## src/common/fm_pkg.sv

```systemverilog
`default_nettype none

package fm_pkg;

    localparam int op_sel_w = 6;
    localparam int env_w    = 9;
    localparam int sample_w = 13;

    ////////////////////
    // Sequencer and envelope states
    typedef enum logic [2:0] {
        st_reset,
        st_reset2,
        st_log_sin,
        st_exp,
        st_result,
        st_done,
        st_bus,
        st_start
    } fm_state_t;

    typedef enum logic [1:0] {
        eg_attack,
        eg_decay,
        eg_sustain,
        eg_release
    } eg_state_t;

    ////////////////////
    // Attribute words

    // Word 1 in the upper half, word 0 in the lower half
    typedef struct packed {
        logic [3:0] rr;
        logic [3:0] sl;
        logic [3:0] dr;
        logic [3:0] ar;
        logic [5:0] tl;
        logic [1:0] ksl;
        logic [3:0] mult;
        logic       ksr;
        logic       egt;
        logic       vib;
        logic       am;
        logic [2:0] ws;
    } op_attr_t;

    typedef struct packed {
        logic       chb;
        logic       cha;
        logic [2:0] fb;
        logic       cnt;
        logic       kon;
        logic [2:0] block;
        logic [9:0] fnum;
    } ch_attr_t;

    typedef struct packed {
        logic nts;
        logic dam;
        logic dvb;
    } mode_t;

endpackage

`default_nettype wire

```

## src/fm_voice/fm_op.sv

```systemverilog
`timescale 1ns/10ps
`default_nettype none

module fm_op import fm_pkg::*; (
    input  wire                        clk,
    input  wire  [2:0]                 ws,
    input  wire  [9:0]                 phase,
    input  wire  [env_w-1:0]           env,
    output logic signed [sample_w-1:0] result
);

    logic [7:0]  idx;
    logic [9:0]  u;
    logic [17:0] sq;
    logic [4:0]  lead;
    logic [17:0] norm;
    logic [4:0]  octave;
    logic [11:0] logsin;
    logic [12:0] q_att;
    logic        q_neg;
    logic        q_zero;
    logic [12:0] mant;
    logic [5:0]  shamt;
    logic [12:0] shifted;

    ////////////////////
    // Stage 1: log-sine plus attenuation

    // Mirror the second quarter
    assign idx = phase[8] ? ~phase[7:0] : phase[7:0];
    assign u   = {1'b0, idx, 1'b1};
    // Parabolic sine, u*(1024-u) scaled by 2^18
    assign sq  = u * (11'd1024 - {1'b0, u});

    always_comb begin
        lead = '0;
        for (int i = 0; i < 18; i++) begin
            if (sq[i]) begin
                lead = 5'(i);
            end
        end
    end

    // -log2 in 4.8 fixed point, mantissa taken as linear
    assign norm   = sq << (5'd17 - lead);
    assign octave = 5'd18 - lead;
    assign logsin = {octave[3:0], 8'd0} - {4'd0, norm[16:9]};

    always_ff @(posedge clk) begin
        q_att  <= {1'b0, logsin} + {1'b0, env, 3'b000};
        q_neg  <= phase[9];
        q_zero <= (env == '1) || (ws == 3'd1 && phase[9]);
    end

    ////////////////////
    // Stage 2: exponent and sign
    assign mant    = 13'd8191 - {1'b0, q_att[7:0], 4'b0000};
    assign shamt   = {1'b0, q_att[12:8]} + 1'b1;
    assign shifted = mant >> shamt;

    always_ff @(posedge clk) begin
        if (q_zero) begin
            result <= '0;
        end else if (q_neg) begin
            result <= -$signed({1'b0, shifted[11:0]});
        end else begin
            result <= $signed({1'b0, shifted[11:0]});
        end
    end

endmodule

`default_nettype wire

```

## config.mk

```make
export PLATFORM = sky130hd
export DESIGN_NAME = fm_op
export DESIGN_NICKNAME = d
export VERILOG_FILES = /design/src/common/fm_pkg.sv /design/src/fm_voice/fm_op.sv
export SDC_FILE = /design/constraint.sdc
export NUM_CORES = 1
export LEC_CHECK = 0
export BUFFER_PORTS_ARGS = -buffer_cell sky130_fd_sc_hd__buf_2
export CELL_PAD_IN_SITES_DETAIL_PLACEMENT = 1
export CELL_PAD_IN_SITES_GLOBAL_PLACEMENT = 2
export CORE_MARGIN = 5
export CORE_UTILIZATION = 38
export CTS_CLUSTER_DIAMETER = 100
export DETAILED_ROUTE_END_ITERATION = 8
export GPL_ROUTABILITY_DRIVEN = 0
export PLACE_DENSITY_LB_ADDON = 0.1
export RECOVER_POWER = 100
export SLEW_MARGIN = 20
export SYNTH_ARGS = -nofsm -noshare
export SYNTH_HDL_FRONTEND = slang
export SYNTH_SLANG_ARGS = --single-unit
```

## constraint.sdc

```tcl
create_clock -name clk -period 14.7 [get_ports clk]
set_clock_uncertainty 0.2 [all_clocks]
set_input_delay 2.94 -clock clk [delete_from_list [all_inputs] [get_ports clk]]
set_output_delay 2.94 -clock clk [all_outputs]
set_load 0.02 [all_outputs]
```

# After elaboration in Yosys (flattened, before gate mapping)

Cells that the tools add are included.

Logic and storage cells: 42
Flip-flop bits (word level): 28
Output and inout bits: 13
Input bits: 23

Reduce and logical (&&, ||, !) cells: 3
Add/sub/neg operators: 8
Multiply operators: 1
Bitwise gates (word level): 2
Mux-type cells: 19
Equal/unequal tests: 2
Shifts and indexed selects: 2

Operators by type and width:

| cell                   | count |
|---|---|
| $mux 5                 | 16 |
| $mul 10x12->18         | 1 |
| $shl 18x5->17          | 1 |
| $add 12x12->13         | 1 |
| $neg 12->13            | 1 |
| $shr 13x6->12          | 1 |
| $sub 13x12->13 const A | 1 |
| $mux 12                | 1 |
| $sub 11x9->12 const A  | 1 |
| $sub 12x8->12          | 1 |
| $eq 9x9->1 const B     | 1 |
| $mux 8                 | 1 |
| $not 8->8              | 1 |
| $add 5x1->6 const B    | 1 |
| $sub 5x5->5 const A    | 1 |
| $sub 2x4->4 const A    | 1 |
| $eq 3x1->1 const B     | 1 |
| $reduce_or 2->1        | 1 |
| $logic_and 1x1->1      | 1 |
| $logic_or 1x1->1       | 1 |
| $mux 1                 | 1 |
| $not 1->1              | 1 |

# Longest topological paths before layout

Word-level depth: 25
Mapped depth: 44
Mapped depth without buffers: 38

# Least setup slack after synthesis

No wires, ideal clock.

Path type: input to register
From: input port phase[8]
To: register q_att[12]
Library setup time: 117 ps
Data arrival time: 12150 ps
Stages: 40
Data required time: 14383 ps
Path slack: 2233 ps
Path buffers: 3
Cell sequence: buf_2 -> xnor2_1 -> clkinv_1 -> ha_1 -> inv_1 -> ha_1 -> a31o_2 -> fa_1 -> ha_1 -> fa_1 -> inv_1 -> fa_1 -> inv_1 -> ha_1 -> or2_1 -> a41o_4 -> a2111oi_0 -> o21bai_1 -> [... 4 more ...] -> ha_1 -> clkbuf_1 -> xnor2_2 -> o31ai_1 -> o21ai_0 -> ha_1 -> and3_1 -> xor2_1 -> ha_1 -> a21o_1 -> a21oi_1 -> o21bai_1 -> a21oi_1 -> o21bai_1 -> a21oi_1 -> nor2b_1 -> o21ai_0 -> nand2b_1

Longest elaborated chain between the ends: 24
Elaborated cells on any way between the ends: 25
Those cells by class: add/sub: 5; mul: 1; shift: 1; mux: 18

Ends and longest elaborated chain:

| item                   | line        | source |
|---|---|---|
| start: declaration     | fm_op.sv:7  | `input wire [9:0] phase,` |
| $mux 8 *               | fm_op.sv:30 | `assign idx = phase[8] ? ~phase[7:0] : phase[7:0];` |
| $sub 11x9->12          | fm_op.sv:33 | `assign sq = u * (11'd1024 - {1'b0, u});` |
| $mul 10x12->18 *       | fm_op.sv:33 |  |
| $mux 1                 | fm_op.sv:38 | `if (sq[i]) begin` |
| $mux 5 (16 in series)  | fm_op.sv:38 |  |
| $sub 5x5->5            | fm_op.sv:45 | `assign norm = sq << (5'd17 - lead);` |
| $shl 18x5->17          | fm_op.sv:45 |  |
| $sub 12x8->12 *        | fm_op.sv:47 | `assign logsin = {octave[3:0], 8'd0} - {4'd0, norm[16:9]};` |
| $add 12x12->13 *       | fm_op.sv:50 | `q_att <= {1'b0, logsin} + {1'b0, env, 3'b000};` |
| end signal: assignment | fm_op.sv:50 |  |
| end: declaration       | fm_op.sv:19 | `logic [12:0] q_att;` |

Mark *: on every way between the ends. The rest lies on a longest branch, timed or not.
A chain may end at the register's enable or synchronous reset.

# Worst setup path in the final report

Ends and elaborated chain as after synthesis.

==> flow_summary.yaml <==
global_route:
  grt_pass1_wl_mm: 24.4
  grt_usage_pct: 17.7
  antenna_found_initial: 0
  overflow: 0
  grt_max_degree: 19
  first_global_vias: 4998
drt:
  drc_errors: 0
  via_per_inst: 5.36
  route.met3.wl_um: 381
  wl_met2_mm: 7.44
  drtIter0Drc: 168
  routed_wl_mm: 14.4
  top_layer: "met4"
  wire_per_inst_um: 16.5
  dr.pass1.iters: 4
  drt.antenna.violating_nets: 0
  vias: 4675
  m1WireLength_mm: 6.46
sta:
  relSlewSlack_pct: 54.2
  setup_viol_count_final: 0
  rsz0062_at_grt: "false"
  worstMarginPinSlew_ns: 0.680
  final_max_slew_viol_count: 0
  tns_ns: 0
  fmax_mhz: 74.0
  fin_crit_sh_pct: 91.9
  period_minus_slack_ns: 13.50
  hold_violations: 0
clocking:
  clk_pin_slew_ns: 0.07
  cts_tree: "yes"
  clock_path_buffers: 2
  cts_hold_buf: 0
  postCtsSetupBuffers: 0
  clock_sinks: 28
  cts_max_level: 1
  insertion_delay_ns: 0.26
  ctsResizeCount: 0
  cts-root-buf: "clkbuf_16"
  cts_made_buffers: 3
yosys:
  syn_nets: 804
  synth_seq_area_share_pct: 10.3
  yosysMostFrequentCell: "inv_1"
  postSynth.asyncResetShare_pct: 0
  synth_top_area_cell: "ha_1"
  synth_common_cells: "75 x inv_1, 74 x ha_1, 72 x nor2_1"
  synth_area_leaders: "ha_1 17%, fa_1 15%, dfxtp_1 10%"
  yosysTopAreaCellShare_pct: 17.0
  netlist_instances: 665
  syn_area_sq_um: 5450
  yosysUniqueCellTypes: 79
  synth_area_per_cell_sq_um: 8.19
  synth_edf_count: 0
  synth_warnings: 0
  ys_ff_latch: 28
  synth-main-ff-cell: "dfxtp_1"
critical_path:
  critPathSlowestCell: "o21ai_0"
  critical_path_class: "primary input to flip-flop"
  crit_cells: 39
  cp_num_buf_inv: 6
  cp-startpoint: "phase[8]"
  crit_end: "q_att[12]"
  required_ns: 14.65
  r2r_end: "result[10]"
  worstReg2RegStart: "q_att[8]"
  reg2reg_setup_slack_ns: 11.46
  reg2reg_depth: 15
  worstPathArrival_ns: 13.46
  cp_max_fo: 16
  critPathMaxStageDelay_ns: 0.58
  critPathMostFrequentCell: "ha_1"
  startpoint_type: "primary input"
  cp-end-kind: "flip-flop"
  critPathTopFamily: "adder cells"
final_layout:
  drive_gt1_share_pct: 9.39
  insertedDiodeCount: 0
  syn2layout_area_growth_pct: 8.43
  nets: 832
flow_run:
  cap_violations: 0
min_path:
  hold_class: "flip-flop to flip-flop"
floorplanning:
  start_util_pct: 39.0
  core_area_sq_um: 14000
  io_pins: 36
  dieHeight_um: 130
  row_count: 43
  die_w_um: 130
  dieArea_sq_um: 16800
placement:
  io_buffers: 35
  dp_hpwl_mm: 12.3
outcome:
  status: "completed"
## registers in the layout, indices dropped and copies added (netlist names)
| signal | count |
|---|---|
| q_neg | 1 |
| result | 13 |
| q_att | 13 |
| q_zero | 1 |
## kinds of logic (layout without fill, tap and decap cells)
logic type	after synthesis	count (layout)	share of synthesized area (%)
fa+ha+maj	116	116	32.4
xor+xnor	61	61	10.4
flops	28	28	10.3
simple gates	204	204	18.1
buf+inv	101	128	7.19
mux	16	16	3.05
compound gates	139	139	18.6
## worst reg2reg max path, delay by kind of cell (launching register included)
kind	cells	cell delay, ns
compound gates	3	0.44
xor+xnor	1	0.15
fa+ha+maj	1	0.19
buf+inv	1	0.07
flops	1	0.71
mux	1	0.41
simple gates	8	0.95
## worst min-delay path by stage
stage	depth (start not counted)	startpoint	end
3_3_place_gp	1	q_zero	result[10]
5_1_grt	1	q_zero	result[8]
6_report	1	q_zero	result[8]
3_5_place_dp	1	q_zero	result[1]
4_1_cts	1	q_zero	result[6]
2_1_floorplan	1	q_zero	result[1]
## layout by cell type, fill, tap and decap left out, drive strengths merged, types with 6 or more instances in the layout
master,count
mux2i,11
clkbuf,18
nor2b,7
o21bai,6
ha,74
xnor2,39
inv,77
a21oi,30
fa,42
nand2b,12
xor2,22
a21o,8
nand2,59
nand3,9
o31ai,6
a211oi,11
dfxtp,28
buf,28
o21ai,30
nor3,11
nor2,72
## per-layer routing
metal / GRT usage, % / vias up
li1: - / 2306
met1: 22.9 / 2301
met2: 33.4 / 61
met3: 0.778 / 7
met4: 2.14 / 0
met5: 0 / -
## layout make-up
| type | instances | area (sq um) |
|---|---|---|
| clock buffer | 3 | 75.1 |
| fill | 1743 | 8080 |
| tap | 180 | 225 |
| sequential | 28 | 561 |
| inverter | 81 | 304 |
| multi-input combinational | 536 | 4500 |
| timing repair buffer | 43 | 216 |
| clock inverter | 1 | 30.0 |
## stage by stage
stage | hold WS (ns) | instances | instance area, sq um | utilization (%) | setup slack (ns)
6_report | 0.420 | 872 | 5910 | 42.2 | 1.20
5_1_grt | 0.472 | 872 | 5910 | 42.2 | 0.367
4_1_cts | 0.428 | 872 | 5930 | 42.4 | 1.43
3_5_place_dp | 0.409 | 868 | 5830 | 41.7 | 1.19
3_3_place_gp | 0.402 | 868 | 5830 | 41.7 | 1.50
2_1_floorplan | 0.225 | 665 | 5450 | - | 2.23
Power is not shown: default switching activity piles up to over one toggle a cycle in this logic, so the estimate is an artifact.
