[config.mk]
export PLATFORM = sky130hd
export DESIGN_NAME = fm_phase
export DESIGN_NICKNAME = d
export VERILOG_FILES = /design/src/common/fm_pkg.sv /design/src/fm_voice/fm_phase.sv
export SDC_FILE = /design/constraint.sdc
export NUM_CORES = 1
export LEC_CHECK = 0
export ABC_AREA = 1
export BUFFER_PORTS_ARGS = -buffer_cell sky130_fd_sc_hd__buf_2
export CORE_MARGIN = 2
export CORE_UTILIZATION = 46
export DETAILED_ROUTE_END_ITERATION = 10
export REMOVE_ABC_BUFFERS = 1
export SLEW_MARGIN = 40
export SYNTH_ARGS = -nofsm -noshare
export SYNTH_HDL_FRONTEND = slang
export SYNTH_SLANG_ARGS = --single-unit
[constraint.sdc]
create_clock -name clk -period 4.8 [get_ports clk]
set_input_delay 0.72 -clock clk [delete_from_list [all_inputs] [get_ports clk]]
set_output_delay 0.72 -clock clk [all_outputs]
set_load 0.01 [all_outputs]
[src/common/fm_pkg.sv]
`default_nettype none

package fm_pkg;

    localparam int op_sel_w = 6;
    localparam int env_w    = 9;
    localparam int sample_w = 13;

    ////////////////////
    // Sequencer and envelope states
    typedef enum logic [2:0] {
        st_reset,
        st_reset2,
        st_log_sin,
        st_exp,
        st_result,
        st_done,
        st_bus,
        st_start
    } fm_state_t;

    typedef enum logic [1:0] {
        eg_attack,
        eg_decay,
        eg_sustain,
        eg_release
    } eg_state_t;

    ////////////////////
    // Attribute words

    // Word 1 in the upper half, word 0 in the lower half
    typedef struct packed {
        logic [3:0] rr;
        logic [3:0] sl;
        logic [3:0] dr;
        logic [3:0] ar;
        logic [5:0] tl;
        logic [1:0] ksl;
        logic [3:0] mult;
        logic       ksr;
        logic       egt;
        logic       vib;
        logic       am;
        logic [2:0] ws;
    } op_attr_t;

    typedef struct packed {
        logic       chb;
        logic       cha;
        logic [2:0] fb;
        logic       cnt;
        logic       kon;
        logic [2:0] block;
        logic [9:0] fnum;
    } ch_attr_t;

    typedef struct packed {
        logic nts;
        logic dam;
        logic dvb;
    } mode_t;

endpackage

`default_nettype wire

[src/fm_voice/fm_phase.sv]
`timescale 1ns/10ps
`default_nettype none

module fm_phase import fm_pkg::*; (
    input  wire                 clk,
    input  wire                 reset,
    input  wire  [op_sel_w-1:0] op_sel,
    input  wire                 next,
    input  wire                 op_reset,
    input  wire                 restart,
    input  wire  ch_attr_t      ch,
    input  wire  op_attr_t      op,
    input  wire  mode_t         mode,
    output logic [9:0]          phase
);

    logic [19:0] acc_mem [2**op_sel_w];
    logic [16:0] base;
    logic [4:0]  mult2;
    logic [21:0] prod;
    logic [19:0] q_inc;

    // Step in half units so that mult 0 gives one half
    assign base  = {7'b0, ch.fnum} << ch.block;
    assign mult2 = (op.mult == 4'd0) ? 5'd1 : {op.mult, 1'b0};
    assign prod  = base * mult2;

    // Settled long before the write at the end of the slot
    always_ff @(posedge clk or posedge reset) begin
        if (reset) begin
            q_inc <= '0;
        end else begin
            q_inc <= prod[20:1];
        end
    end

    always_ff @(posedge clk) begin
        if (next) begin
            if (op_reset || restart) begin
                acc_mem[op_sel] <= '0;
            end else begin
                acc_mem[op_sel] <= acc_mem[op_sel] + q_inc;
            end
        end
    end

    assign phase = acc_mem[op_sel][19:10];

endmodule

`default_nettype wire

; ---- Word level (Yosys, flattened, before mapping)
; Memory sizes are Yosys's and may differ from the RTL's.
; Cells that the tools add are included.
[totals]
mem_bits_rw = 1280
memories = 1
input_bits = 69
out_inout_bits = 10
ff_bits = 20
word_cells = 16
[classes]
bitwise = 1
reduce_logical = 2
muxes = 8
multipliers = 1
addsub = 1
shifts = 1
[memory_table]
columns = name, depth, word_bits, rd, rd_clocked_by_memory_dff, write_ports, line_no
row1 = acc_mem, 64, 20, 1, 0, 1, fm_phase.sv:17  ; logic [19:0] acc_mem [2**op_sel_w];
[op_table]
columns = operator, count
row1 = multiplier 17 x 5 -> 21 bit, 1
row2 = adder 20 bit, 1
row3 = two-way mux 20 bit, 1
row4 = left shift 10 x 3 -> 17 bit, 1
row5 = two-way mux 1 bit, 6
row6 = two-way mux 5 bit, 1
row7 = zero test 4 bit, 1
row8 = logical OR 1 bit, 1
row9 = OR 1 bit, 1

; ---- Logic depth before layout (Yosys ltp)
; Gate-level depths: netlist (run 1).
[logic_depth]
word_depth = 5
mapped_depth = 25
ltp_nobuf = 25

; ---- Least setup slack after synthesis (run 1)
; OpenSTA, ideal clock, no wires.
[synth_timing]
path_kind = input-to-reg
startpoint = in op_sel[0]
endpoint = mem acc_mem[0][17], data pin
t_required_ps = 4252
cell_stages = 19
setup_slack_ps = -663
setup_ps = 548
path_buffers = 4
arrival_time_ps = 4915
cell_sequence = buf_4 > buf_6 > buf_4 > nand2_2 > buf_2 > nor2_1 > a221oi_1 > nand3_1 > nand2_1 > nand2_1 > nor2_1 > nand2_1 > ha_1 > nand2_1 > nor4_1 > nand4_1 > nand3_1 > o21ai_0 > a21oi_1
[synth_via]
elab_chain_cells = 3
[synth_lines]
columns = item, line_no
row1 = from (decl), fm_phase.sv:7  ; input wire [op_sel_w-1:0] op_sel,
row2 = memory read (64 x 20 bit), -
row3 = via phase[6], fm_phase.sv:14  ; output logic [9:0] phase
row4 = adder 20 bit, fm_phase.sv:42  ; acc_mem[op_sel] <= acc_mem[op_sel] + q_inc;
row5 = two-way mux 20 bit (no source line), -
row6 = to (decl), fm_phase.sv:17
; The timed path passes the listed nets, and every way through them passes these cells.

; ---- Worst setup path in the final report (run 1)
[layout_timing]
startpoint = in op_sel[0]
endpoint = mem acc_mem[5][15], data pin
[layout_via]
elab_chain_cells = 3
[layout_lines]
columns = item, line_no
row1 = memory read (64 x 20 bit), -
row2 = adder 20 bit, fm_phase.sv:42
row3 = two-way mux 20 bit (no source line), -
; Every way passes these cells.

==> results of run 1 <==
[layer usage]
metal  up-vias  routed length, um  track usage
met5         -                 23            0
met4         4               4200       0.0787
met3       219              14100       0.0503
met2      1487              70800        0.410
met1     17093              64300        0.379
li1      15280                  -            -
[state kept, by name, summed over array words and instances (netlist names)]
| name | flops |
|---|---|
| acc_mem | 1280 |
| q_inc | 20 |
[cell type report]
type / count / area (um^2) / share of cell area
diodes: 5 / 12.5 / 0.000200
clock buffers: 170 / 3530 / 0.0564
clock inverters: 62 / 457 / 0.00730
inverters: 295 / 1120 / 0.0180
multi-input cells: 2255 / 12300 / 0.197
flip-flops and latches: 1300 / 38900 / 0.622
well taps: 1512 / 1890 / 0.0302
repair buffers: 463 / 4310 / 0.0688
[power breakdown]
part           internal, mW  switching [mW]  leakage (nW)
Clock                  5.42            4.22          1.95
Combinational          1.23            2.02          9.19
Sequential             12.8          0.0387          12.1
Total                  19.5            6.28          23.2
[critical path: cells and delay by family]
family,cells,cell delay [ns]
compound gates,5,1.31
fa+ha+maj,1,0.34
buf+inv,7,1.33
simple gates,9,1.10
[through the flow]
step | util | cell area (um^2)
finish | 0.549 | 62600
global placement | 0.514 | 58600
floorplan | - | 52000
CTS | 0.549 | 62600
detailed placement | 0.514 | 58600
global route | 0.549 | 62600
[placed cells by master (no fill, tap or decap), types with 7 or more instances in the layout]
master | netlist | final
ha_1 | 48 | 48
o21ai_0 | 122 | 122
xor2_1 | 21 | 21
edfxtp_1 | 1280 | 1280
o21ai_1 | 18 | 18
a21oi_1 | 73 | 67
nor2_1 | 254 | 176
nand4_1 | 81 | 81
a22oi_1 | 112 | 112
a22o_1 | 50 | 50
clkinv_2 | 0 | 19
o31ai_1 | 7 | 7
inv_1 | 289 | 288
nor3_2 | 0 | 10
inv_6 | 0 | 8
nor2_2 | 4 | 64
nor3_1 | 20 | 10
a221oi_1 | 49 | 49
o2111ai_1 | 62 | 62
clkbuf_1 | 62 | 34
fa_1 | 45 | 45
clkinv_1 | 1 | 28
nand2_1 | 1099 | 1099
and3_1 | 9 | 9
dfrtp_1 | 20 | 20
nand3b_1 | 7 | 7
buf_2 | 87 | 37
clkbuf_16 | 0 | 136
buf_12 | 0 | 74
nor2_4 | 1 | 19
buf_4 | 3 | 352
nand3_1 | 115 | 115
o211ai_1 | 11 | 11
[kinds of logic (layout without fill, tap and decap cells)]
family,Yosys count,in the layout,synth area share
adder cells (fa/ha/maj),93,93,0.0284
XOR/XNOR,25,25,0.00415
multiplexers,1,1,0.000190
AND/OR/NAND/NOR,1605,1605,0.124
AO/OA/AOI/OAI,531,531,0.0696
other,0,5,0
flip-flops,1300,1300,0.738
buffers and inverters,460,990,0.0364
[how the worst min path moves through the flow]
| stage | from | cells after the start | slack [ns] | to |
|---|---|---|---|---|
| 2_1_floorplan | reset | 1 | 0.68 | q_inc[0]$_DFF_PP0_ |
| 3_3_place_gp | reset | 2 | 0.92 | q_inc[0]$_DFF_PP0_ |
| 3_5_place_dp | reset | 2 | 0.93 | q_inc[0]$_DFF_PP0_ |
| 4_1_cts | reset | 2 | 0.14 | q_inc[2]$_DFF_PP0_ |
| 5_1_grt | reset | 2 | 0.03 | q_inc[2]$_DFF_PP0_ |
| 6_report | reset | 2 | 0.005 | q_inc[2]$_DFF_PP0_ |
==> impl_metrics.json, run 1 <==
{
  "place_hpwl_um": 97600,
  "grt_pass1_wl_um": 223000,
  "place_ws_ns": -0.231,
  "die_h_um": 343,
  "power_density_nw_per_um2": 411,
  "drc": 0,
  "setup_ws_ns": 0.480,
  "cp_max_fo": 40,
  "postSynthCellCount": 4015,
  "coreArea_um2": 114000,
  "cp_slowest_cell": "o21ai_0",
  "fillers": 9346,
  "path_clk_slew_ns": 0.06,
  "async_flop_share": 0.0154,
  "setup_tns_ns": 0,
  "synth_edf_count": 1280,
  "drive_gt1_frac": 0.166,
  "outcome": "completed",
  "setup.worst_path.start": "op_sel[0]",
  "tightest_slew_ns": 0.798,
  "yosysMostFrequentCell": "edfxtp_1",
  "first_iter_violations": 3729,
  "ir_worst_vdd_mv": 0.248,
  "crit_path_cell_trace": "buf_2, buf_4, nor2_4, buf_12, buf_12, nand2_1, nand4_1, o21ai_0, nand2_1, nor2_1, buf_4, nand4_1, buf_4, ha_1, a21oi_1, nand2_1, a21oi_1, o21ai_0, a21oi_1, nor2_1, nor2_4, buf_12",
  "timing.rr.start": "acc_mem[45][2]$_DFFE_PP_",
  "gp_congestion": 0.883,
  "slew_violations": 0,
  "rsz0062_at_grt": "false",
  "grt_usage": 0.264,
  "antenna_found_initial": 9,
  "synthTopCellsByArea": "edfxtp_1 (73%), nand2_1 (7.8%), inv_1 (2.1%)",
  "cts.sinks": 1300,
  "ant_nets": 0,
  "finalCriticalPeriod_ns": 4.32,
  "synth_flop_cell": "edfxtp_1",
  "io-pin-count": 79,
  "hold_viol": 0,
  "final_nets": 4611,
  "htreeDepth": 4,
  "ctsHoldBuffers": 0,
  "cts-root-buf": "clkbuf_16",
  "cts_tree": "done",
  "initial_core_util": 0.463,
  "reg2reg_depth": 20,
  "wl_um": 154000,
  "cts_buffer_depth": 3,
  "worstHoldPathType": "primary input to async pin",
  "cp-endpoint": "acc_mem[5][15]$_DFFE_PP_",
  "post-cts-setup-buffer-count": 0,
  "synth_top_cell_by_area": "edfxtp_1",
  "end_kind": "flip-flop",
  "via_per_inst": 5.62,
  "drt-pass1-iter-count": 5,
  "synth_seq_cells": 1300,
  "die_area_um2": 117000,
  "yosysWarnings": 0,
  "clock.fmax_mhz": 231,
  "setup_violations": 0,
  "wl_per_cell_um": 25.3,
  "dp.cells": 5825,
  "die_w_um": 343,
  "synth_top_area_share": 0.728,
  "clock_skew_ns": 0.0314,
  "clk_latency_ns": 0.75,
  "rows": 124,
  "netlist_area_um2": 52800,
  "rrSetupSlack_ns": 0.91,
  "p_total_mw": 25.7,
  "critPathKind": "primary input to flip-flop",
  "ys_types": 50,
  "numCtsBuffers": 134,
  "grt_max_degree": 50,
  "cap_violations": 0,
  "overflow": 0,
  "p_leak_nw": 23.2,
  "io_buffer_count": 37,
  "crit_path_max_incr_delay_ns": 0.34,
  "max_slew_margin": 0.463,
  "yosysSeqAreaShare": 0.738,
  "post_cts_resized": 0,
  "area_growth_pct": 18.6,
  "grt_pass1_vias": 32874,
  "crit_required_ns": 5.35,
  "r2r-end": "acc_mem[5][15]$_DFFE_PP_",
  "synthTopCellsByCount": "edfxtp_1 (1280), nand2_1 (1099), inv_1 (289), nor2_1 (254), o21ai_0 (122)",
  "arrival_ns": 4.87,
  "startpoint_type": "primary input",
  "avgSynthCellArea_um2": 13.1,
  "stdcell_count": 6062,
  "fin_crit_sh": 0.900,
  "whs_ns": 0.00455,
  "vias": 34083
}
Power figures use the tool's default switching activity.
==> run 2: changes to the inputs <==
Settings changed: ABC_CLOCK_PERIOD_IN_PS set to 4800, RECOVER_POWER set to 100.
==> impl_metrics.json, run 2 (synthesis gave the netlist of run 1 again) <==
{
  "outcome": "complete, but fails checks",
  "violations": "max-capacitance violations, max-slew violations",
  "via_per_inst": 5.61,
  "setup_tns_ns": 0,
  "power.internal_mw": 19.4,
  "rrSetupSlack_ns": 0.80,
  "wl_per_cell_um": 25.3,
  "largest_reg_flops": 1280,
  "p_seq_frac": 0.502,
  "tightest_slew_ns": 1.86,
  "wl_um": 154000,
  "drc": 0,
  "top_usage_layer": "met2",
  "top_regs": "acc_mem: 1280 flops, q_inc: 20 flops",
  "die_area_um2": 117000,
  "r2r-end": "acc_mem[40][5]$_DFFE_PP_",
  "post-cts-setup-buffer-count": 0,
  "arrival_ns": 5.07,
  "crit_path_cell_trace": "buf_2, buf_4, nor2_1, buf_12, buf_12, nand2_1, nand4_1, o21ai_0, nand2_1, nor2_1, buf_4, nand4_1, buf_4, ha_1, a21oi_1, o21ai_0, a21oi_1, xor2_1, nor2_1, buf_4",
  "antenna_found_initial": 8,
  "vias": 34053,
  "seq_area_um2": 38900,
  "io_buffer_count": 37,
  "die_h_um": 343,
  "drt-pass1-iter-count": 6,
  "switching_share": 0.243,
  "grt_max_degree": 50,
  "reg2reg_depth": 18,
  "place_ws_ns": -0.231,
  "place_hpwl_um": 97600,
  "p_leak_nw": 22.8,
  "startpoint_type": "primary input",
  "rsz0062_at_grt": "false",
  "die_w_um": 343,
  "post_cts_resized": 0,
  "slew_violations": 981,
  "top_register": "acc_mem",
  "power_density_nw_per_um2": 414,
  "final_nets": 4611,
  "coreArea_um2": 114000,
  "htreeDepth": 4,
  "ir_worst_vdd_mv": 0.249,
  "final_cell_mix": "edfxtp_1 (1280), nand2_1 (1100), inv_1 (289)",
  "grt_pass1_wl_um": 223000,
  "initial_core_util": 0.463,
  "use_met1": 0.379,
  "final_common_cell": "edfxtp_1",
  "switchingPower_mw": 6.24,
  "fillers": 9506,
  "cp_max_fo": 16,
  "cts_tree": "done",
  "first_iter_violations": 3838,
  "crit_top_cell": "buf_4",
  "p_total_mw": 25.6,
  "cts.sinks": 1300,
  "cts-root-buf": "clkbuf_16",
  "area_growth_pct": 17.3,
  "setup_violations": 0,
  "whs_ns": 0.163,
  "multiInputGateArea_um2": 12100,
  "rows": 124,
  "finalCriticalPeriod_ns": 4.50,
  "hold_viol": 0,
  "grt_pass1_vias": 32874,
  "cp_slowest_cell": "nor2_1",
  "fin_crit_sh": 0.938,
  "stdcell_count": 6065,
  "crit_required_ns": 5.37,
  "critPathKind": "primary input to flip-flop",
  "timing.rr.start": "acc_mem[45][2]$_DFFE_PP_",
  "clock_skew_ns": 0.0325,
  "max_slew_margin": -0.242,
  "setup_ws_ns": 0.299,
  "pwr-share-clk": 0.376,
  "grt_usage": 0.264,
  "io-pin-count": 79,
  "grt_util_met3": 0.0503,
  "grt_use_met2": 0.410,
  "dp.cells": 5825,
  "cap_violations": 48,
  "path_clk_slew_ns": 0.06,
  "clock.fmax_mhz": 222,
  "ant_nets": 0,
  "worstHoldPathType": "primary input to async pin",
  "gp_congestion": 0.883,
  "drive_gt1_frac": 0.134,
  "cts_buffer_depth": 3,
  "numCtsBuffers": 134,
  "end_kind": "flip-flop",
  "ctsHoldBuffers": 0,
  "p_comb_frac": 0.122,
  "overflow": 0,
  "crit_path_max_incr_delay_ns": 0.74,
  "clk_latency_ns": 0.75
}
## run 2: cell type report
| type | count | area share |
|---|---|---|
| Antenna cell | 8 | 0.000323 |
| Clock buffer | 170 | 0.0570 |
| Clock inverter | 62 | 0.00738 |
| Inverter | 295 | 0.0182 |
| Multi-Input combinational cell | 2255 | 0.196 |
| Sequential cell | 1300 | 0.629 |
| Tap cell | 1512 | 0.0306 |
| Timing Repair Buffer | 463 | 0.0615 |
## run 2: worst max-delay path, delay by kind of cell
kind,cells,cell delay (ns)
simple gates,7,1.51
buf+inv,7,1.47
compound gates,4,0.93
fa+ha+maj,1,0.34
xor+xnor,1,0.08
## run 2: worst max-delay path by stage
stage	start	endpoint	slack [ns]
after CTS	op_sel[0]	acc_mem[9][15]$_DFFE_PP_	0.53
final	op_sel[0]	acc_mem[40][5]$_DFFE_PP_	0.30
after global routing	op_sel[1]	acc_mem[15][14]$_DFFE_PP_	0.09
after floorplan	op_sel[2]	acc_mem[0][17]$_DFFE_PP_	-4.73
after detailed placement	op_sel[0]	acc_mem[4][15]$_DFFE_PP_	-0.23
after global placement	op_sel[0]	acc_mem[4][15]$_DFFE_PP_	-0.16
## run 2: layer usage
metal,share of wire,vias up
met3,0.089,214
met5,0.00015,-
li1,-,15285
met1,0.42,17080
met4,0.029,4
met2,0.46,1470
## run 2: metrics by stage
step	cell area [um^2]	util
after CTS	62600	0.549
after floorplan	52000	-
final	61900	0.543
after global routing	61900	0.543
after detailed placement	58600	0.514
after global placement	58600	0.514
## run 2: power groups by stage
| stage | logic, mW | clock network [mW] | registers [mW] |
|---|---|---|---|
| 2_1_floorplan | 1.47 | 0 | 13.1 |
| 3_3_place_gp | 3.20 | 0 | 13.1 |
| 3_5_place_dp | 3.24 | 0 | 13.1 |
| 4_1_cts | 3.25 | 9.72 | 12.9 |
| 5_1_grt | 3.43 | 10.2 | 12.9 |
| 6_report | 3.14 | 9.64 | 12.9 |
