File: src/common/fm_pkg.sv
`default_nettype none

package fm_pkg;

    localparam int op_sel_w = 6;
    localparam int env_w    = 9;
    localparam int sample_w = 13;

    ////////////////////
    // Sequencer and envelope states
    typedef enum logic [2:0] {
        st_reset,
        st_reset2,
        st_log_sin,
        st_exp,
        st_result,
        st_done,
        st_bus,
        st_start
    } fm_state_t;

    typedef enum logic [1:0] {
        eg_attack,
        eg_decay,
        eg_sustain,
        eg_release
    } eg_state_t;

    ////////////////////
    // Attribute words

    // Word 1 in the upper half, word 0 in the lower half
    typedef struct packed {
        logic [3:0] rr;
        logic [3:0] sl;
        logic [3:0] dr;
        logic [3:0] ar;
        logic [5:0] tl;
        logic [1:0] ksl;
        logic [3:0] mult;
        logic       ksr;
        logic       egt;
        logic       vib;
        logic       am;
        logic [2:0] ws;
    } op_attr_t;

    typedef struct packed {
        logic       chb;
        logic       cha;
        logic [2:0] fb;
        logic       cnt;
        logic       kon;
        logic [2:0] block;
        logic [9:0] fnum;
    } ch_attr_t;

    typedef struct packed {
        logic nts;
        logic dam;
        logic dvb;
    } mode_t;

endpackage

`default_nettype wire

File: src/fm_voice/fm_eg.sv
`timescale 1ns/10ps
`default_nettype none

module fm_eg import fm_pkg::*; (
    input  wire                 clk,
    input  wire  [op_sel_w-1:0] op_sel,
    input  wire                 next,
    input  wire                 op_reset,
    input  wire                 restart,
    input  wire  ch_attr_t      ch,
    input  wire  op_attr_t      op,
    input  wire  mode_t         mode,
    output logic [env_w-1:0]    env
);

    localparam logic [env_w-1:0] silent = '1;

    eg_state_t        state_mem [2**op_sel_w];
    logic [env_w-1:0] att_mem   [2**op_sel_w];
    eg_state_t        state;
    eg_state_t        state_eff;
    eg_state_t        state_n;
    logic [env_w-1:0] att;
    logic [env_w-1:0] att_n;
    logic [3:0]       ksn;
    logic [3:0]       rof;
    logic [14:0]      atk_prod;
    logic [env_w-1:0] atk_step;
    logic [env_w-1:0] sl_level;
    logic [env_w-1:0] dr_level;
    logic [env_w:0]   tl_sum;

    // Rate 4*r plus key scale offset, capped at 63
    function automatic logic [5:0] eff_rate(input logic [3:0] r, input logic [3:0] ofs);
        logic [6:0] sum;
        sum = {1'b0, r, 2'b00} + {3'b0, ofs};
        if (r == 4'd0) begin
            return 6'd0;
        end
        return (sum > 7'd63) ? 6'd63 : sum[5:0];
    endfunction

    function automatic logic [env_w-1:0] rise(input logic [env_w-1:0] a, input logic [5:0] rate);
        logic [env_w:0] sum;
        sum = {1'b0, a} + {6'b0, rate[5:2]};
        return sum[env_w] ? silent : sum[env_w-1:0];
    endfunction

    assign state     = state_mem[op_sel];
    assign att       = att_mem[op_sel];
    assign ksn       = {ch.block, mode.nts ? ch.fnum[8] : ch.fnum[9]};
    assign rof       = op.ksr ? ksn : {2'b00, ksn[3:2]};
    assign state_eff = ch.kon ? state : eg_release;
    assign atk_prod  = att * eff_rate(op.ar, rof);
    assign atk_step  = {2'b00, atk_prod[14:8]} + 1'b1;
    assign sl_level  = {1'b0, op.sl, 4'b0000};
    assign dr_level  = rise(att, eff_rate(op.dr, rof));

    always_comb begin
        state_n = state_eff;
        att_n   = att;
        case (state_eff)
            eg_attack: begin
                if (op.ar == 4'd15 || (op.ar != 4'd0 && att <= atk_step)) begin
                    att_n   = '0;
                    state_n = eg_decay;
                end else if (op.ar != 4'd0) begin
                    att_n = att - atk_step;
                end
            end
            eg_decay: begin
                if (dr_level >= sl_level) begin
                    att_n   = sl_level;
                    state_n = eg_sustain;
                end else begin
                    att_n = dr_level;
                end
            end
            // Held only for sustained tones
            eg_sustain: begin
                if (!op.egt) begin
                    state_n = eg_release;
                end
            end
            default: begin
                if (att == silent || op.rr == 4'd15) begin
                    att_n = silent;
                end else begin
                    att_n = rise(att, eff_rate(op.rr, rof));
                end
            end
        endcase
        if (restart) begin
            state_n = eg_attack;
            att_n   = att;
        end
        if (op_reset) begin
            state_n = eg_release;
            att_n   = silent;
        end
    end

    always_ff @(posedge clk) begin
        if (next) begin
            state_mem[op_sel] <= state_n;
            att_mem[op_sel]   <= att_n;
        end
    end

    // Total level adds 0.75 dB per step
    assign tl_sum = {1'b0, att} + {2'b00, op.tl, 2'b00};
    assign env    = (att == silent || tl_sum[env_w]) ? silent : tl_sum[env_w-1:0];

endmodule

`default_nettype wire

File: config.mk
export PLATFORM = sky130hd
export DESIGN_NAME = fm_eg
export DESIGN_NICKNAME = d
export VERILOG_FILES = /design/src/common/fm_pkg.sv /design/src/fm_voice/fm_eg.sv
export SDC_FILE = /design/constraint.sdc
export NUM_CORES = 1
export LEC_CHECK = 0
export ABC_AREA = 1
export BUFFER_PORTS_ARGS = -buffer_cell sky130_fd_sc_hd__buf_2
export CAP_MARGIN = 20
export CORE_MARGIN = 10
export CORE_UTILIZATION = 35
export CTS_CLUSTER_SIZE = 25
export DETAILED_ROUTE_END_ITERATION = 12
export HOLD_SLACK_MARGIN = 0.08
export PLACE_DENSITY = 0.6
export SLEW_MARGIN = 20
export SYNTH_ARGS = -nofsm -noshare
export SYNTH_HDL_FRONTEND = slang
export SYNTH_SLANG_ARGS = --single-unit
File: constraint.sdc
create_clock -name clk -period 9.73 [get_ports clk]
set_input_delay 0.973 -clock clk [delete_from_list [all_inputs] [get_ports clk]]
set_output_delay 0.973 -clock clk [all_outputs]
set_load 0.01 [all_outputs]
; Word-level counts from Yosys, hierarchy flattened
; Memories as Yosys holds them, arrays and structs flattened.
; Cells that the tools add are included.
[classes]
mux = 37
eq_ne = 5
add_sub_neg = 8
n_reduce_logical = 10
magnitude_cmp = 5
mul = 1
[op_table]
columns = operator, n
row1 = 9-bit two-way mux, 9
row2 = 6-bit two-way mux, 11
row3 = 9-bit case mux with 3 select lines, 1
row4 = 6-bit by 4-bit adder with 7-bit output, 3
row5 = "7-bit by 6-bit > comparator with 1-bit output, second input constant", 3
row6 = 9-bit by 4-bit adder with 10-bit output, 2
row7 = 9-bit by 6-bit multiplier with 15-bit output, 1
row8 = 4-bit zero test, 3
row9 = 2-bit two-way mux, 6
row10 = 9-bit by 8-bit adder with 10-bit output, 1
row11 = "9-bit equality test, second input constant", 1
row12 = 9-bit by 8-bit >= comparator with 1-bit output, 1
row13 = 9-bit by 8-bit less-or-equal comparator with 1-bit output, 1
row14 = 9-bit by 8-bit subtractor with 9-bit output, 1
row15 = "7-bit by 1-bit adder with 8-bit output, second input constant", 1
row16 = "4-bit equality test, second input constant", 2
row17 = 1-bit two-way mux, 8
row18 = 2-bit case mux with 3 select lines, 1
row19 = 4-bit two-way mux, 1
row20 = 4-bit nonzero test, 1
row21 = 1-bit logical OR, 3
row22 = 3-bit OR reduction, 1
row23 = "2-bit by 1-bit equality test with 1-bit output, second input constant", 1
row24 = "2-bit equality test, second input constant", 1
row25 = other kinds (2), 2
[totals]
inputBits = 68
ramBits = 704
regBits = 0
memories = 2
[mem_list]
columns = name, depth, width, rd, rd_clocked_by_memory_dff, write_ports, line_no
row1 = att_mem, 64, 9, 1, 0, 1, fm_eg.sv:19  ; logic [env_w-1:0] att_mem [2**op_sel_w];
row2 = state_mem, 64, 2, 1, 0, 1, fm_eg.sv:18  ; eg_state_t state_mem [2**op_sel_w];

; Depth between registers and ports, before layout
; Gate-level depths: netlist of run 1.
[depth]
ltp_word = 15
mapped_depth = 48
ltp_nobuf = 45

; Worst setup path after synthesis of run 1
; OpenSTA, ideal clock, no wires.
[synth_timing]
path_kind = input-to-reg
startpoint = input port op_sel[1]
endpoint = memory att_mem[0][6], data pin
path_buffers = 3
cell_stages = 42
t_required_ns = 9.374
arrival_ns = 7.674
setup_slack_ns = 1.700
setup_ns = 0.356
cell_sequence = buf_4 > inv_2 > nand2_1 > nor2_2 > buf_2 > buf_2 > a22oi_1 > nand4_1 > nand2_1 > nand2_1 > nor2_1 > nand2_1 > inv_1 > nor2_1 > fa_1 > inv_1 > fa_1 > inv_1 > [6 not listed] > nand2_1 > nand2_1 > inv_1 > ha_1 > xor2_1 > ha_1 > nand3_1 > and2_1 > o221ai_1 > a21o_1 > o21ai_0 > a31oi_1 > nand2_2 > a21oi_1 > nor2_1 > nand2_1 > nand2_1 > nand2_1
[synth_via]
elab_chain_cells = 10
elab_cells_between_ends = 26
cone_classes = 4 x add/sub / 1 x mul / 2 x order compare / 3 x eq/ne / 10 x mux / 4 x reduce/logical / 2 x memory
[synth_rtl]
columns = element, line_no
row1 = start: declaration, fm_eg.sv:6  ; input wire [op_sel_w-1:0] op_sel,
row2 = memory 64 x 9 bit, --
row3 = 9-bit by 6-bit multiplier with 15-bit output, fm_eg.sv:54  ; assign atk_prod = att * eff_rate(op.ar, rof);
row4 = 7-bit by 1-bit adder with 8-bit output, fm_eg.sv:55  ; assign atk_step = {2'b00, atk_prod[14:8]} + 1'b1;
row5 = 9-bit by 8-bit less-or-equal comparator with 1-bit output, fm_eg.sv:64  ; if (op.ar == 4'd15 || (op.ar != 4'd0 && att <= atk_step)) begin
row6 = 1-bit logical AND, fm_eg.sv:64
row7 = 1-bit logical OR, fm_eg.sv:64
row8 = 9-bit two-way mux, fm_eg.sv:64
row9 = 9-bit case mux with 3 select lines, fm_eg.sv:62  ; case (state_eff)
row10 = 9-bit two-way mux (*), fm_eg.sv:93  ; if (restart) begin
row11 = 9-bit two-way mux (*), fm_eg.sv:97  ; if (op_reset) begin
row12 = named net att_n[6], fm_eg.sv:24  ; logic [env_w-1:0] att_n;
row13 = end: declaration, fm_eg.sv:19
; Mark *: on every way through the listed nets, which the timed path passes. The rest lies on a longest branch.

; Worst setup path after layout of run 1
[layout_timing]
startpoint = input port op_sel[0]
endpoint = memory att_mem[8][8], data pin
; Same word-level chain as after synthesis.

==> results.md, run 1 <==
* Run status: complete, no violations
* DR WL/cell at 19.3 µm
* Starting density of the core at 0.353
* CP delay by family, top: adder cells
* Post-synthesis sequential area ratio at 0.653
* Area of the multi-input gates at 10,100 µm²
* Leakage power at 14.4 nW
* Die H at 324 µm
* Most frequent cell on the critical path: nand2_1
* Final WL at 86,200 µm
* Power Dens Cells at 206 nW/µm²
* CP Capture Type: register
* Synthesized cell area at 32,400 µm²
* CTS Hold Bufs at 0
* Number of global-route vias before repair at 21,500
* Worst-Margin Slew at 1.01 ns
* DRT Pass-1 Iters at 5
* Final setup TNS at 0 ns
* Remaining Overflow, GRT at 0
* DRT iter0 DRCs at 1,796
* RSZ-0062 raised after global routing: false
* Total track usage at 0.163
* Worst path required time at 10.04 ns
* Root buf cell: clkbuf_16
* Avg Inst Size Synth at 10.5 µm²
* RePlAce Congestion at 0.859
* Layout cell share with drive strength beyond 1 at 0.109
* R2r startpoint: att_mem[61][5]
* DP HPWL at 54,700 µm
* Gr busiest metal: met2
* Max cap viols at 0
* Met2 Track Usage GR at 0.268
* Startpoint Class: primary input
* Tcrit/Tclk final at 0.904
* Clk_lat worst skew at 0.62 ns
* Peak per-stage delay on the critical path at 0.56 ns
* Layout area overhead at 14.1%
* Via/cell ratio at 5.02
* EDFF count, synth at 704
* Clock transition at path regs at 0.06 ns
* CP Launch Point: op_sel[0]
* Area after DPL at 34,600 µm²
* Async SR Flop Fraction at 0
* Reg2Reg Setup Slack at 1.83 ns
* Final min period at 8.79 ns
* CP max FO at 64
* # DRC at 0
* Power Total at 0.00761 W
* Postcts setup bufs at 0
* Nets at 3,366
* Chip width at 324 µm
* Fmax at 0.114 GHz
* First-pass GRT wire length at 131,000 µm
* Die area at 105,000 µm²
* Yosys cell types at 47
* Hold Path Class: primary input to register
* Routing usage on met3 at 0.0222
* Worst Hold Launch: restart
* Endpoint, Worst Hold: state_mem[6][1]
* Final hold vios at 0
* Hold Path Stages at 2
* Highest-delay cell along the critical path: buf_4
* Yosys warns at 0
* TritonCTS Buffers at 74
* Final Instance Area at 36,900 µm²
* Largest net degree at the start of global routing at 81
* CP arrival at 9.10 ns
* Synth Register Bits at 704
* Synth Net Count at 3,250
* Clock sinks at 704
* Filler Cell Count at 8,727
* # setup viols final at 0
* Final ANT Viol Nets at 0
* Syn Inst Count at 3,097
* Post_cts resized at 0
* CTS Buffer Depth at 3
* Core area at 91,700 µm²
* Max IR drop VDD at 140 µV
* GR Util met1 at 0.217
* TritonCTS clock tree: done
* IO Count at 77
* Via Count at 22,400
* Initial antenna violation count at 4
* Register area at 21,100 µm²
* Synth Flop Type: edfxtp_1
* Worst path buffer plus inverter count at 10
* Htree depth at 3
* Rows at 111
* Worst slew margin at 0.323
* Port bufs at 49
* Max-slew violations at 0
* Reg2Reg Depth at 38
* Clock skew at 0.0294 ns
* Setup CP Type: primary input to register
* Reg2reg end: att_mem[8][8]
sequential cells by signal, indices dropped and copies added (netlist names):
register   cells
state_mem    128
att_mem      576
stage by stage:
stage          hold slack [ns]  worst slack [ns]  std cells   util
6_report                  1.05             0.938       4456  0.403
2_1_floorplan             1.59              1.70       3097      -
3_3_place_gp              1.45             0.559       4323  0.377
4_1_cts                  0.995              1.10       4455  0.402
5_1_grt                   1.05             0.358       4456  0.403
3_5_place_dp              1.47             0.489       4323  0.378
cells in the mapped netlist, types with 17 or more instances:
master | instances | share of area
nand2_1 | 1298 | 0.15
edfxtp_1 | 704 | 0.65
nor2_1 | 203 | 0.024
inv_1 | 157 | 0.018
a21oi_1 | 139 | 0.021
buf_2 | 74 | 0.011
o21ai_0 | 60 | 0.0093
o21ai_1 | 60 | 0.0093
ha_1 | 53 | 0.020
nand4_1 | 52 | 0.010
nand3_1 | 51 | 0.0079
fa_1 | 32 | 0.020
clkbuf_1 | 23 | 0.0027
a22oi_1 | 22 | 0.0051
nor3_1 | 20 | 0.0031
xor2_1 | 17 | 0.0046
cell type report:
class | count | area share
antenna | 1 | 0.0000678
clock buffer | 90 | 0.0529
timing repair buffer | 163 | 0.0355
clock inverter | 42 | 0.00834
sequential | 704 | 0.573
inverter | 168 | 0.0172
tap | 1186 | 0.0402
multi-input combinational | 2102 | 0.273
cells in the final DEF, fill, tap and decap left out, types with 53 or more instances in the layout:
master,n
o21ai_1,59
buf_4,99
a21oi_1,139
edfxtp_1,704
ha_1,53
nor2_1,174
inv_1,157
clkbuf_16,76
o21ai_0,60
nand2_1,1288
how the worst max path moves through the flow:
stage                endpoint  cells after the start
2_1_floorplan   att_mem[0][6]                     42
3_3_place_gp   att_mem[62][8]                     38
3_5_place_dp   att_mem[58][8]                     39
4_1_cts        att_mem[62][8]                     39
5_1_grt        att_mem[10][8]                     44
6_report        att_mem[8][8]                     41
power breakdown:
group | leakage, nW | total (W) | switching, W | internal (W)
Combinational | 6.97 | 0.00152 | 0.00102 | 0.000496
Sequential | 6.34 | 0.00345 | 0.00000303 | 0.00344
Clock | 1.12 | 0.00265 | 0.00115 | 0.00149
Total | 14.4 | 0.00761 | 0.00218 | 0.00543
metal layers:
layer,vias up,share of wire
met2,680,0.47
met5,-,0.00013
li1,10700,-
met3,139,0.062
met4,2,0.034
met1,10900,0.43
kinds of logic after synthesis:
group	share of synthesized area
AO/OA/AOI/OAI	0.0554
XOR/XNOR	0.00568
adder cells (fa/ha/maj)	0.0403
buffers and inverters	0.0390
flip-flops	0.653
AND/OR/NAND/NOR	0.207
Power figures use the tool's default switching activity.
==> inputs of run 2 (changes only) <==
--- a/config.mk
+++ b/config.mk
@@ -8,12 +8,14 @@
 export ABC_AREA = 1
 export BUFFER_PORTS_ARGS = -buffer_cell sky130_fd_sc_hd__buf_2
 export CAP_MARGIN = 20
+export CELL_PAD_IN_SITES_DETAIL_PLACEMENT = 1
+export CELL_PAD_IN_SITES_GLOBAL_PLACEMENT = 1
 export CORE_MARGIN = 10
 export CORE_UTILIZATION = 35
 export CTS_CLUSTER_SIZE = 25
 export DETAILED_ROUTE_END_ITERATION = 12
 export HOLD_SLACK_MARGIN = 0.08
-export PLACE_DENSITY = 0.6
+export PLACE_DENSITY = 0.69
 export SLEW_MARGIN = 20
 export SYNTH_ARGS = -nofsm -noshare
 export SYNTH_HDL_FRONTEND = slang
==> run 2 against run 1 <==
Against the previous run: total power grew 3.0%; die area is the same; clock skew grew 0.0023 ns; maximum frequency shrank 1.7%.
==> results.md, run 2 (synthesis results as in run 1) <==
* Layout area overhead at 14.7%
* DRT Pass-1 Iters at 5 (unchanged)
* Leakage power at 14.5 nW (+0.80%)
* IO Count at 77 (unchanged)
* Fmax at 0.112 GHz (-1.7%)
* Largest net degree at the start of global routing at 91 (+12%)
* Final setup TNS at 0 ns (unchanged)
* Register area at 21,100 µm² (unchanged)
* CP Launch Point: op_sel[2]
* Reg2Reg Depth at 37 (-2.6%)
* Reg2Reg Setup Slack at 1.88 ns (+0.05 ns)
* # setup viols final at 0 (unchanged)
* Die H at 324 µm (unchanged)
* Layout cell share with drive strength beyond 1 at 0.110 (+0.000925)
* Final WL at 97,200 µm (+13%)
* CTS Buffer Depth at 3 (unchanged)
* Top flop regs: att_mem (576), state_mem (128)
* Rows at 111 (unchanged)
* DRT iter0 DRCs at 1,811 (+0.84%)
* Power Dens Cells at 211 nW/µm² (+2.4%)
* Initial antenna violation count at 2 (-2)
* Run status: complete, no violations
* RePlAce Congestion at 0.844 (-1.8%)
* Worst path required time at 10.07 ns (+0.03 ns)
* Most frequent cell on the critical path: nand2_1
* Starting density of the core at 0.353 (unchanged)
* Remaining Overflow, GRT at 0 (unchanged)
* Max cap viols at 0 (unchanged)
* Final ANT Viol Nets at 0 (unchanged)
* Via Count at 23,300 (+3.9%)
* Chip width at 324 µm (unchanged)
* R2r startpoint: att_mem[10][7]
* Clock skew at 0.0317 ns (+0.00233 ns)
* Worst-Margin Slew at 1.07 ns (+0.0586 ns)
* DR WL/cell at 21.7 µm (+12%)
* Worst Setup EP: att_mem[61][7]
* Nets at 3,378 (+0.36%)
* First-pass GRT wire length at 148,000 µm (+13%)
* Clock sinks at 704 (unchanged)
* Clock transition at path regs at 0.06 ns (about the same)
* CP Capture Type: register
* # DRC at 0 (unchanged)
* Reg2reg end: att_mem[61][7]
* RSZ-0062 raised after global routing: false
* Max-slew violations at 0 (unchanged)
* Number of global-route vias before repair at 24,100 (+12%)
* Tcrit/Tclk final at 0.919 (+0.0154)
* TritonCTS clock tree: done
* DP HPWL at 63,000 µm (+15%)
* Highest-delay cell along the critical path: fa_1
* Area of the multi-input gates at 10,100 µm² (about the same)
* Setup CP Type: primary input to register
* CP max FO at 65 (+1.6%)
* Hold Path Stages at 3 (+1)
* TritonCTS Buffers at 76 (+2.7%)
* Total track usage at 0.184 (+0.0212)
* Peak per-stage delay on the critical path at 0.56 ns (about the same)
* Core area at 91,700 µm² (unchanged)
* Root buf cell: clkbuf_16
* Max reg flops at 576 (unchanged)
* Clk_lat worst skew at 0.64 ns (+0.02 ns)
* Port bufs at 49 (unchanged)
* Hold Path Class: primary input to register
* CTS Hold Bufs at 0 (unchanged)
* CP arrival at 9.28 ns (+0.18 ns)
* Htree depth at 3 (unchanged)
* Via/cell ratio at 5.20 (+3.5%)
* Final min period at 8.94 ns (+0.150 ns)
* Power Total at 0.00784 W (+3.0%)
* Die area at 105,000 µm² (unchanged)
* Startpoint Class: primary input
* Final hold vios at 0 (unchanged)
* Commonest cells after routing, fill and taps aside: nand2_1, edfxtp_1, nor2_1
* Top reg by flops: att_mem
* Max IR drop VDD at 140 µV (+0.17%)
* Worst slew margin at 0.284 (-0.0392)
* Most common cell after layout, fill and taps aside: nand2_1
* Filler Cell Count at 10,100 (+16%)
## run 2: changes by cell type in the layout (fill, tap and decap cells not counted), moves of 2 or more
cell       before  now
nor2_1        174  179
clkinv_4        2    0
clkinv_1       12   15
buf_12         16   14
clkinv_2       20   17
inv_6           3    0
nor2_4          6    9
clkbuf_1       14   19
nor2_2         35   27
buf_4          99  110
bufinv_16       2    6
## run 2: power by group
part	leakage, nW	switching [W]	total [W]	internal (W)
registers	6.34	0.00000342	0.00345	0.00344
logic	7.02	0.00106	0.00156	0.000498
clock network	1.18	0.00122	0.00283	0.00161
## run 2: how the worst min path moves through the flow
stage | to | startpoint
CTS | att_mem[7][3] | next
floorplan | att_mem[1][0] | op_sel[0]
global placement | att_mem[1][8] | att_mem[45][8]
global route | att_mem[7][3] | next
finish | att_mem[7][3] | next
detailed placement | att_mem[41][2] | att_mem[40][2]
## run 2: cell type report
| class | count | share of cell area |
|---|---|---|
| Antenna cell | 1 | 0.0000674 |
| Clock buffer | 95 | 0.0531 |
| Clock inverter | 45 | 0.0120 |
| Inverter | 168 | 0.0172 |
| Multi-Input combinational cell | 2102 | 0.272 |
| Sequential cell | 704 | 0.569 |
| Tap cell | 1186 | 0.0400 |
| Timing Repair Buffer | 173 | 0.0368 |
## run 2: layer usage
metal	share of wire	vias to the layer above	GRT usage	wire, µm
met5	0	-	0	0
met4	0.027	0	0.0561	2600
met3	0.052	151	0.0235	5030
met2	0.49	616	0.314	47300
met1	0.43	11800	0.242	42200
li1	-	10700	-	-
## run 2: timing repair
item                       in CTS  in global routing
gates resized for setup         0                  1
setup buffers                   0                  0
setup endpoints to repair       0                 64
## run 2: worst max-delay path: cells and delay by family
kind | cells | cell delay, ns
AND/OR/NAND/NOR | 27 | 3.16
adder cells (fa/ha/maj) | 5 | 2.40
buffers and inverters | 6 | 1.40
AO/OA/AOI/OAI | 7 | 1.19
## run 2: metrics by stage
step	cell area, µm²	hold slack (ns)	instances	utilization	setup slack, ns
after floorplan	32400	1.59	3097	-	1.70
after global routing	37100	1.02	4473	0.405	0.127
after CTS	37100	0.951	4473	0.405	0.711
after detailed placement	34700	1.58	4333	0.378	0.0943
final	37100	0.986	4474	0.405	0.788
after global placement	34600	1.54	4332	0.378	0.226
